--- src/masku_cfg.svh ---
//////////////////////////////////////////////////////////////////////
// Mask unit configuration
//////////////////////////////////////////////////////////////////////

`ifndef MASKU_CFG_SVH
`define MASKU_CFG_SVH

// Lane count and lane datapath width
`define MASKU_NR_LANES 2
`define MASKU_ELEN     64

// Vector length and counters, instruction id, VRF word address
`define MASKU_VL_W     10
`define MASKU_VID_W    3
`define MASKU_ADDR_W   8

// Result queue entries
`define MASKU_RQ_DEPTH 2

`endif

--- src/masku_pkg.sv ---
//////////////////////////////////////////////////////////////////////
// Mask unit types
//////////////////////////////////////////////////////////////////////

`include "masku_cfg.svh"

package masku_pkg;

  // One lane word and its byte strobes
  typedef logic [`MASKU_ELEN-1:0]   elen_t;
  typedef logic [`MASKU_ELEN/8-1:0] strb_t;

  // Full VRF word, lane 0 in the low bits
  typedef logic [`MASKU_NR_LANES*`MASKU_ELEN-1:0]   word_t;
  typedef logic [`MASKU_NR_LANES*`MASKU_ELEN/8-1:0] word_strb_t;

  // Vector length, also used for the word counters
  typedef logic [`MASKU_VL_W-1:0]   vlen_t;
  typedef logic [`MASKU_VID_W-1:0]  vid_t;
  typedef logic [`MASKU_ADDR_W-1:0] vaddr_t;

  // One bit per lane
  typedef logic [`MASKU_NR_LANES-1:0] lane_vec_t;

  // Control FSM
  typedef enum logic [1:0] {
    CTRL_IDLE,
    CTRL_ISSUE,
    CTRL_DRAIN
  } ctrl_state_e;

endpackage

--- src/masku_if.sv ---
//////////////////////////////////////////////////////////////////////
// Mask unit internal interfaces
//////////////////////////////////////////////////////////////////////

`timescale 1ns/1ps

// Current instruction from control to the merge stage
interface masku_insn_if;
  import masku_pkg::*;

  logic   valid;
  vid_t   id;
  vlen_t  vl;
  vaddr_t vd;
  logic   vm;
  // Index k of the word being issued
  vlen_t  word_idx;
  // Pulse, one word pushed into the queue
  logic   word_done;

  modport ctrl  (output valid, id, vl, vd, vm, word_idx, input word_done);
  modport merge (input valid, id, vl, vd, vm, word_idx, output word_done);
endinterface

// Merged words from the merge stage to the result queue
interface masku_res_if;
  import masku_pkg::*;

  logic       valid;
  logic       ready;
  word_t      wdata;
  word_strb_t be;
  vaddr_t     addr;
  vid_t       id;

  modport src (output valid, wdata, be, addr, id, input ready);
  modport dst (input valid, wdata, be, addr, id, output ready);
endinterface

--- src/masku_insn_ctrl.sv ---
//////////////////////////////////////////////////////////////////////
// Mask unit instruction control
//////////////////////////////////////////////////////////////////////

`timescale 1ns/1ps
`include "masku_cfg.svh"

module masku_insn_ctrl (
  input  logic              clk_i,
  input  logic              rst_ni,
  input  logic              req_valid_i,
  output logic              req_ready_o,
  input  masku_pkg::vid_t   req_id_i,
  input  masku_pkg::vlen_t  req_vl_i,
  input  masku_pkg::vaddr_t req_vd_i,
  input  logic              req_vm_i,
  masku_insn_if.ctrl        insn,
  input  logic              pop_i,
  output logic              done_o,
  output masku_pkg::vid_t   done_id_o
);
  import masku_pkg::*;

  localparam int unsigned WordBits = `MASKU_NR_LANES * `MASKU_ELEN;

  ctrl_state_e state_q;

  // Accepted instruction
  vid_t   id_q;
  vlen_t  vl_q;
  vaddr_t vd_q;
  logic   vm_q;

  // Words left to issue and to commit, index of the next word
  vlen_t issue_cnt_q, commit_cnt_q, commit_cnt_d, word_idx_q;
  vlen_t nr_words;
  logic  accept, last_pop;

  // ceil(vl / word width), done in 32 bits so vl+127 cannot wrap
  assign nr_words = vlen_t'((32'(req_vl_i) + WordBits - 1) / WordBits);

  assign req_ready_o = (state_q == CTRL_IDLE);
  assign accept      = req_ready_o && req_valid_i;

  assign commit_cnt_d = pop_i ? commit_cnt_q - vlen_t'(1) : commit_cnt_q;
  // Last word granted on every lane
  assign last_pop     = (state_q == CTRL_DRAIN) && pop_i && (commit_cnt_d == '0);

  // Drive the merge stage
  assign insn.valid    = (state_q == CTRL_ISSUE);
  assign insn.id       = id_q;
  assign insn.vl       = vl_q;
  assign insn.vd       = vd_q;
  assign insn.vm       = vm_q;
  assign insn.word_idx = word_idx_q;

  always_ff @(posedge clk_i or negedge rst_ni) begin
    if (!rst_ni) begin
      state_q      <= CTRL_IDLE;
      issue_cnt_q  <= '0;
      commit_cnt_q <= '0;
      word_idx_q   <= '0;
      done_o       <= 1'b0;
    end else begin
      done_o       <= last_pop;
      commit_cnt_q <= commit_cnt_d;
      unique case (state_q)
        CTRL_IDLE: begin
          if (accept) begin
            issue_cnt_q  <= nr_words;
            commit_cnt_q <= nr_words;
            word_idx_q   <= '0;
            state_q      <= CTRL_ISSUE;
          end
        end
        CTRL_ISSUE: begin
          if (insn.word_done) begin
            issue_cnt_q <= issue_cnt_q - vlen_t'(1);
            word_idx_q  <= word_idx_q + vlen_t'(1);
            // Final word pushed, wait for writeback
            if (issue_cnt_q == vlen_t'(1)) state_q <= CTRL_DRAIN;
          end
        end
        CTRL_DRAIN: begin
          if (last_pop) state_q <= CTRL_IDLE;
        end
        default: state_q <= CTRL_IDLE;
      endcase
    end
  end

  // Instruction fields and done id
  always_ff @(posedge clk_i) begin
    if (accept) begin
      id_q <= req_id_i;
      vl_q <= req_vl_i;
      vd_q <= req_vd_i;
      vm_q <= req_vm_i;
    end
    if (last_pop) done_id_o <= id_q;
  end

endmodule

--- src/masku_merge.sv ---
//////////////////////////////////////////////////////////////////////
// Mask unit merge stage
//////////////////////////////////////////////////////////////////////

`timescale 1ns/1ps
`include "masku_cfg.svh"

module masku_merge (
  input  masku_pkg::word_t operand_a_i,
  input  masku_pkg::word_t operand_b_i,
  input  masku_pkg::word_t operand_m_i,
  input  logic             operand_a_valid_i,
  input  logic             operand_b_valid_i,
  input  logic             operand_m_valid_i,
  output logic             operand_a_ready_o,
  output logic             operand_b_ready_o,
  output logic             operand_m_ready_o,
  masku_insn_if.merge      insn,
  masku_res_if.src         res
);
  import masku_pkg::*;

  // Per lane slices of the word being merged
  vlen_t [`MASKU_NR_LANES-1:0] lane_base;
  vlen_t [`MASKU_NR_LANES-1:0] lane_rem;
  elen_t [`MASKU_NR_LANES-1:0] lane_en;
  elen_t [`MASKU_NR_LANES-1:0] lane_res;
  strb_t [`MASKU_NR_LANES-1:0] lane_be;
  vlen_t word_base;
  logic  ops_valid, push;

  // First element index of word k
  assign word_base = vlen_t'(insn.word_idx * (`MASKU_NR_LANES * `MASKU_ELEN));

  always_comb begin
    for (int l = 0; l < `MASKU_NR_LANES; l++) begin
      lane_base[l] = word_base + vlen_t'(l * `MASKU_ELEN);
      // Body elements still left from the start of this lane
      lane_rem[l]  = (insn.vl > lane_base[l]) ? insn.vl - lane_base[l] : '0;

      // Tail enable, full lane or the low lane_rem bits
      if (lane_rem[l] >= vlen_t'(`MASKU_ELEN)) lane_en[l] = '1;
      else lane_en[l] = (elen_t'(1) << lane_rem[l]) - elen_t'(1);
      // Predicate from the mask operand
      if (!insn.vm) lane_en[l] = lane_en[l] & operand_m_i[l*`MASKU_ELEN +: `MASKU_ELEN];

      // Bit blend, a where enabled, old vd elsewhere
      lane_res[l] = (operand_a_i[l*`MASKU_ELEN +: `MASKU_ELEN] & lane_en[l]) |
                    (operand_b_i[l*`MASKU_ELEN +: `MASKU_ELEN] & ~lane_en[l]);

      // Bytes that hold any element below vl
      if (lane_rem[l] >= vlen_t'(`MASKU_ELEN)) lane_be[l] = '1;
      else lane_be[l] = (strb_t'(1) << ((lane_rem[l] + 7) >> 3)) - strb_t'(1);
    end
  end

  // Needed operands, m only when masked
  assign ops_valid = operand_a_valid_i && operand_b_valid_i && (insn.vm || operand_m_valid_i);
  assign res.valid = insn.valid && ops_valid;
  assign push      = res.valid && res.ready;

  // Operands leave together with the push
  assign operand_a_ready_o = push;
  assign operand_b_ready_o = push;
  assign operand_m_ready_o = push && !insn.vm;
  assign insn.word_done    = push;

  assign res.wdata = lane_res;
  assign res.be    = lane_be;
  assign res.addr  = insn.vd + vaddr_t'(insn.word_idx);
  assign res.id    = insn.id;

endmodule

--- src/masku_result_queue.sv ---
//////////////////////////////////////////////////////////////////////
// Mask unit result queue
//////////////////////////////////////////////////////////////////////

`timescale 1ns/1ps

module masku_result_queue #(
  parameter int unsigned Depth = 2
) (
  input  logic                  clk_i,
  input  logic                  rst_ni,
  masku_res_if.dst              res,
  output masku_pkg::lane_vec_t  result_req_o,
  output masku_pkg::word_t      result_wdata_o,
  output masku_pkg::word_strb_t result_be_o,
  output masku_pkg::vaddr_t     result_addr_o,
  output masku_pkg::vid_t       result_id_o,
  input  masku_pkg::lane_vec_t  result_gnt_i,
  output logic                  pop_o
);
  import masku_pkg::*;

  localparam int unsigned PtrW = (Depth > 1) ? $clog2(Depth) : 1;
  localparam int unsigned CntW = $clog2(Depth + 1);

  // Entry payload
  word_t      wdata_q [Depth];
  word_strb_t be_q    [Depth];
  vaddr_t     addr_q  [Depth];
  vid_t       id_q    [Depth];
  // Lanes still waiting for a grant, per entry
  lane_vec_t  pending_q [Depth];
  lane_vec_t  head_pending_d;

  logic [PtrW-1:0] wr_ptr_q, rd_ptr_q;
  logic [CntW-1:0] cnt_q;
  logic            push, empty;

  function automatic logic [PtrW-1:0] ptr_next(input logic [PtrW-1:0] ptr);
    return (ptr == PtrW'(Depth - 1)) ? '0 : ptr + 1'b1;
  endfunction

  assign empty     = (cnt_q == '0);
  assign res.ready = (cnt_q != CntW'(Depth));
  assign push      = res.valid && res.ready;

  // Head entry on all lanes
  assign result_req_o   = pending_q[rd_ptr_q];
  assign result_wdata_o = wdata_q[rd_ptr_q];
  assign result_be_o    = be_q[rd_ptr_q];
  assign result_addr_o  = addr_q[rd_ptr_q];
  assign result_id_o    = id_q[rd_ptr_q];

  // Pop in the cycle of the last grant
  assign head_pending_d = pending_q[rd_ptr_q] & ~result_gnt_i;
  assign pop_o          = !empty && (head_pending_d == '0);

  always_ff @(posedge clk_i or negedge rst_ni) begin
    if (!rst_ni) begin
      for (int i = 0; i < Depth; i++) pending_q[i] <= '0;
      wr_ptr_q <= '0;
      rd_ptr_q <= '0;
      cnt_q    <= '0;
    end else begin
      pending_q[rd_ptr_q] <= head_pending_d;
      // Write pointer never equals a busy head, so the push wins cleanly
      if (push) begin
        pending_q[wr_ptr_q] <= '1;
        wr_ptr_q            <= ptr_next(wr_ptr_q);
      end
      if (pop_o) rd_ptr_q <= ptr_next(rd_ptr_q);
      if (push && !pop_o) cnt_q <= cnt_q + 1'b1;
      else if (pop_o && !push) cnt_q <= cnt_q - 1'b1;
    end
  end

  always_ff @(posedge clk_i) begin
    if (push) begin
      wdata_q[wr_ptr_q] <= res.wdata;
      be_q[wr_ptr_q]    <= res.be;
      addr_q[wr_ptr_q]  <= res.addr;
      id_q[wr_ptr_q]    <= res.id;
    end
  end

endmodule

--- src/masku_top.sv ---
//////////////////////////////////////////////////////////////////////
// Mask unit top level
//////////////////////////////////////////////////////////////////////

`timescale 1ns/1ps
`include "masku_cfg.svh"

module masku_top #(
  parameter int unsigned RqDepth = `MASKU_RQ_DEPTH
) (
  input  logic                  clk_i,
  input  logic                  rst_ni,
  // Instruction request
  input  logic                  req_valid_i,
  output logic                  req_ready_o,
  input  masku_pkg::vid_t       req_id_i,
  input  masku_pkg::vlen_t      req_vl_i,
  input  masku_pkg::vaddr_t     req_vd_i,
  input  logic                  req_vm_i,
  // Operands a, b and m
  input  masku_pkg::word_t      operand_a_i,
  input  logic                  operand_a_valid_i,
  output logic                  operand_a_ready_o,
  input  masku_pkg::word_t      operand_b_i,
  input  logic                  operand_b_valid_i,
  output logic                  operand_b_ready_o,
  input  masku_pkg::word_t      operand_m_i,
  input  logic                  operand_m_valid_i,
  output logic                  operand_m_ready_o,
  // Lane writeback
  output masku_pkg::lane_vec_t  result_req_o,
  output masku_pkg::word_t      result_wdata_o,
  output masku_pkg::word_strb_t result_be_o,
  output masku_pkg::vaddr_t     result_addr_o,
  output masku_pkg::vid_t       result_id_o,
  input  masku_pkg::lane_vec_t  result_gnt_i,
  // Completion
  output logic                  done_o,
  output masku_pkg::vid_t       done_id_o
);

  masku_insn_if u_insn_if ();
  masku_res_if  u_res_if ();

  logic pop;

  ////////////////////////////////////////////////////////////////////
  // Control, merge, result queue
  ////////////////////////////////////////////////////////////////////

  masku_insn_ctrl u_insn_ctrl (
    .clk_i       (clk_i),
    .rst_ni      (rst_ni),
    .req_valid_i (req_valid_i),
    .req_ready_o (req_ready_o),
    .req_id_i    (req_id_i),
    .req_vl_i    (req_vl_i),
    .req_vd_i    (req_vd_i),
    .req_vm_i    (req_vm_i),
    .insn        (u_insn_if.ctrl),
    .pop_i       (pop),
    .done_o      (done_o),
    .done_id_o   (done_id_o)
  );

  masku_merge u_merge (
    .operand_a_i       (operand_a_i),
    .operand_b_i       (operand_b_i),
    .operand_m_i       (operand_m_i),
    .operand_a_valid_i (operand_a_valid_i),
    .operand_b_valid_i (operand_b_valid_i),
    .operand_m_valid_i (operand_m_valid_i),
    .operand_a_ready_o (operand_a_ready_o),
    .operand_b_ready_o (operand_b_ready_o),
    .operand_m_ready_o (operand_m_ready_o),
    .insn              (u_insn_if.merge),
    .res               (u_res_if.src)
  );

  masku_result_queue #(
    .Depth (RqDepth)
  ) u_result_queue (
    .clk_i          (clk_i),
    .rst_ni         (rst_ni),
    .res            (u_res_if.dst),
    .result_req_o   (result_req_o),
    .result_wdata_o (result_wdata_o),
    .result_be_o    (result_be_o),
    .result_addr_o  (result_addr_o),
    .result_id_o    (result_id_o),
    .result_gnt_i   (result_gnt_i),
    .pop_o          (pop)
  );

endmodule

--- config.mk ---
export PLATFORM = sky130hd
export DESIGN_NAME = masku_top
export DESIGN_NICKNAME = d
export VERILOG_FILES = /design/src/masku_pkg.sv /design/src/masku_if.sv /design/src/masku_insn_ctrl.sv /design/src/masku_merge.sv /design/src/masku_result_queue.sv /design/src/masku_top.sv
export VERILOG_INCLUDE_DIRS = /design/src
export SDC_FILE = /design/constraint.sdc
export NUM_CORES = 1
export LEC_CHECK = 0
export BUFFER_PORTS_ARGS = -buffer_cell sky130_fd_sc_hd__buf_2
export CAP_MARGIN = 5
export CORE_AREA = 2 2 224 226
export DETAILED_ROUTE_END_ITERATION = 7
export DIE_AREA = 0 0 226 228
export PLACE_DENSITY = 0.69
export SLEW_MARGIN = 10
export SYNTH_ARGS = -nofsm -noshare
export SYNTH_HDL_FRONTEND = slang
export SYNTH_SLANG_ARGS = --single-unit
--- constraint.sdc ---
create_clock -name clk_i -period 5.2 [get_ports clk_i]
set_input_delay 0.26 -clock clk_i [delete_from_list [all_inputs] [get_ports clk_i]]
set_output_delay 0.26 -clock clk_i [all_outputs]
set_load 0.1 [all_outputs]
==> results.yml <==
clocking:
  cts_root_buffer: "clkbuf_16"
  clk_latency_ns: 0.59
  cts-buffers-inserted: 42
  htree_levels: 2
  clkTransAtPathRegs_ns: 0.07
  clockBufferDepth: 3
  cts_tree: "yes"
  cts.sinks: 374
setup_path:
  criticalPathCategory: "register to register"
  cp_max_fo: 17
  worstPathRequired_ns: 5.52
  crit_path_start_kind: "register"
  critPathArrivalTime_ns: 5.34
  endpoint_kind: "register"
  ff2ff_setup_slack_ns: 0.18
detailed_routing:
  detail-route-antenna-nets: 0
  first_pass_iters: 6
  routed_via_density: 5.734
  wl_per_cell_um: 24.30
  vias: 18860
  dr.first_iter.drc_count: 1662
  drc_errors: 0
  drt-total-wl_um: 79940
placed_design:
  dp_cells: 3000
  portBuffers: 578
  place.gp.congestion: 0.9829
  hpwl_um: 58280
  place_ws_ns: 0.2433
  placed_cell_area_mm2: 0.02472
layout:
  regArea_mm2: 0.01104
  multi_input_area_mm2: 0.009309
  fin_area_mm2: 0.02804
  nets: 3007
  stdcell_count: 3289
  synthToLayoutAreaGrowth_pct: 35.14
  drive_gt1_frac: 0.3941
  fillers: 4132
timing:
  layout_setup_ws_ns: 0.1800
  drv_slew: 0
  period_share: 0.9654
  maxSlewHeadroom: 0.2479
  worstMarginPinSlew_ns: 1.124
  rsz0062_at_grt: "false"
  fin_crit_ns: 5.020
  max_freq_mhz: 199.2
  setup_viol: 0
  final-hold-violation-count: 0
  fin_skew_ns: 0.01799
  fin_tns_setup_ns: 0
synth:
  synth-simple-area-share: 0.1210
  synth_commonest_cells: "335 x edfxtp_1, 265 x mux2_2, 159 x nor2_1"
  ys_seq_area_frac: 0.5318
  yosys.area.top_type_share: 0.4848
  synth_adder_area_share: 0.01676
  synth_xor_area_frac: 0.03335
  synth-seq-cells: 374
  synth_edf_count: 335
  yosysTopAreaCell: "edfxtp_1"
  synth.net_count: 2209
  synth_compound_area_frac: 0.1193
  yosys_warnings: 0
  synth_top_family_by_area: "multiplexers"
  synthArstFlopShare: 0.1043
  yosysMostFrequentCell: "edfxtp_1"
  syn_area_per_cell_um2: 11.73
  netlist_instances: 1769
  synth.area.mux_share: 0.1552
  ys.flop_type: "edfxtp_1"
  synth.distinct_cells: 90
  synth.area.top_cells: "edfxtp_1 48%, mux2_2 14%, dfrtp_1 4.7%"
  synth.cell_area_mm2: 0.02075
pwr:
  p_int_mw: 8.110
  switching_share: 0.4951
  pwr-share-clk: 0.174
  leakage_nw: 10.77
  p_sw_mw: 7.952
  p_comb_frac: 0.563
  peakVddDrop_mv: 0.4347
  p_seq_frac: 0.263
  p_per_area_mw_per_mm2: 572.8
floorplanning:
  die_h_um: 228
  initial_core_util: 0.4205
  rows: 82
  io_pins: 579
  dieArea_mm2: 0.05153
  die_w_um: 226
  core_region_area_mm2: 0.04935
grt:
  grt_overflow: 0
  grt_max_degree: 68
  grt_pass1_wl_um: 116700
  grt_usage: 0.3006
  antenna_found_initial: 16
  grt_pass1_vias: 19080
job:
  cap_viol_max_count: 0
run_status:
  status: "finished, final reports clean"
worst_hold_path:
  hold_path_class: "input port to register"
==> final timing paths <==
kind,cells past startpoint,endpoint,from
worst max register to register,15,u_result_queue.wdata_q[0][43],u_insn_ctrl.insn.vl[7]
min in group asynchronous,2,u_result_queue.cnt_q[1],rst_ni
worst min register to register,0,u_insn_ctrl.done_id_o[0],u_insn_ctrl.insn.id[0]
max in group asynchronous,2,u_result_queue.rd_ptr_q,rst_ni
worst max-delay path,15,u_result_queue.wdata_q[0][43],u_insn_ctrl.insn.vl[7]
worst min-delay path,2,u_result_queue.wdata_q[1][109],operand_a_i[109]
==> per-stage QoR <==
step	hold slack [ns]	power, mW	utilization
floorplan	-0.03559	10.92	-
global placement	0.4328	12.82	0.5008
detailed placement	0.4369	12.92	0.5008
CTS	0.0005067	15.98	0.5657
global route	0.005650	16.66	0.5682
finish	0.01704	16.06	0.5682
==> routing by layer <==
layer	GRT usage	routed length [um]	up-vias
li1	-	-	8388
met1	0.3980	33620	9421
met2	0.4992	38850	880
met3	0.04328	4858	170
met4	0.1130	2616	0
met5	0	0	-
==> layout by cell type (no fill, tap or decap), types with 33 or more instances in the layout <==
cell type	synthesis	final
mux2_2	265	265
o21ai_0	78	76
dfrtp_1	39	37
o211ai_1	33	33
buf_2	5	578
nor2_1	159	158
dlygate4sd3_1	0	191
clkbuf_16	0	42
nor3_1	44	44
xnor2_1	49	49
a21oi_1	75	72
buf_4	2	65
edfxtp_1	335	335
o22ai_1	54	54
nand3_1	44	44
nand2_1	129	129
==> flip-flops by register name (all words and copies together), names as in the netlist <==
name / flops
u_result_queue.wr_ptr_q: 1
u_insn_ctrl.state_q: 2
u_insn_ctrl.insn.vm: 1
u_insn_ctrl.insn.vl: 10
u_result_queue.cnt_q: 2
u_result_queue.pending_q: 4
u_insn_ctrl.insn.vd: 8
u_insn_ctrl.issue_cnt_q: 10
u_result_queue.rd_ptr_q: 1
u_insn_ctrl.commit_cnt_q: 10
u_insn_ctrl.done_o: 1
u_insn_ctrl.insn.word_idx: 8
u_result_queue.wdata_q: 256
u_insn_ctrl.done_id_o: 3
u_result_queue.id_q: 6
u_result_queue.be_q: 32
u_result_queue.addr_q: 16
u_insn_ctrl.insn.id: 3
==> layout make-up <==
type	instances	area share
inverters	32	0.004551
clock buffers	53	0.03967
diodes	16	0.001428
clock inverters	25	0.006381
repair buffers	839	0.1923
multi-input cells	1278	0.3320
flip-flops and latches	374	0.3937
well taps	672	0.02998
==> cells by family after synthesis <==
| family | after synthesis |
|---|---|
| AO/OA/AOI/OAI | 378 |
| XOR/XNOR | 79 |
| adder cells (fa/ha/maj) | 26 |
| buffers and inverters | 117 |
| flip-flops | 374 |
| multiplexers | 286 |
| AND/OR/NAND/NOR | 509 |
==> critical path: stages, from the launching register on <==
cell and delay [ns]:
edfxtp_1 0.39, inv_1 0.10, ha_1 0.17, inv_1 0.06, fa_1 0.38, xor2_1 0.19
or3b_2 0.50, a211oi_2 0.25, buf_4 0.30, nand3_1 0.10, o31ai_1 0.66, nor4_1 0.30
buf_4 0.25, o211ai_1 0.15, mux2_2 0.37, dlygate4sd3_1 0.56
==> power by group through the flow <==
stage	registers, mW	clock network (mW)	logic, mW
floorplan	4.19	0	6.73
global placement	4.25	0	8.57
detailed placement	4.28	0	8.63
CTS	4.23	2.86	8.90
global route	4.27	2.96	9.42
finish	4.23	2.79	9.04
==> timing repair <==
item	CTS	global route
gates resized for setup	0	12
buffers inserted	0	4
hold buffers	191	0
endpoints found under the setup margin	0	53
endpoints found under the hold margin	249	0
Note: power is estimated with default switching activity, not from simulation.
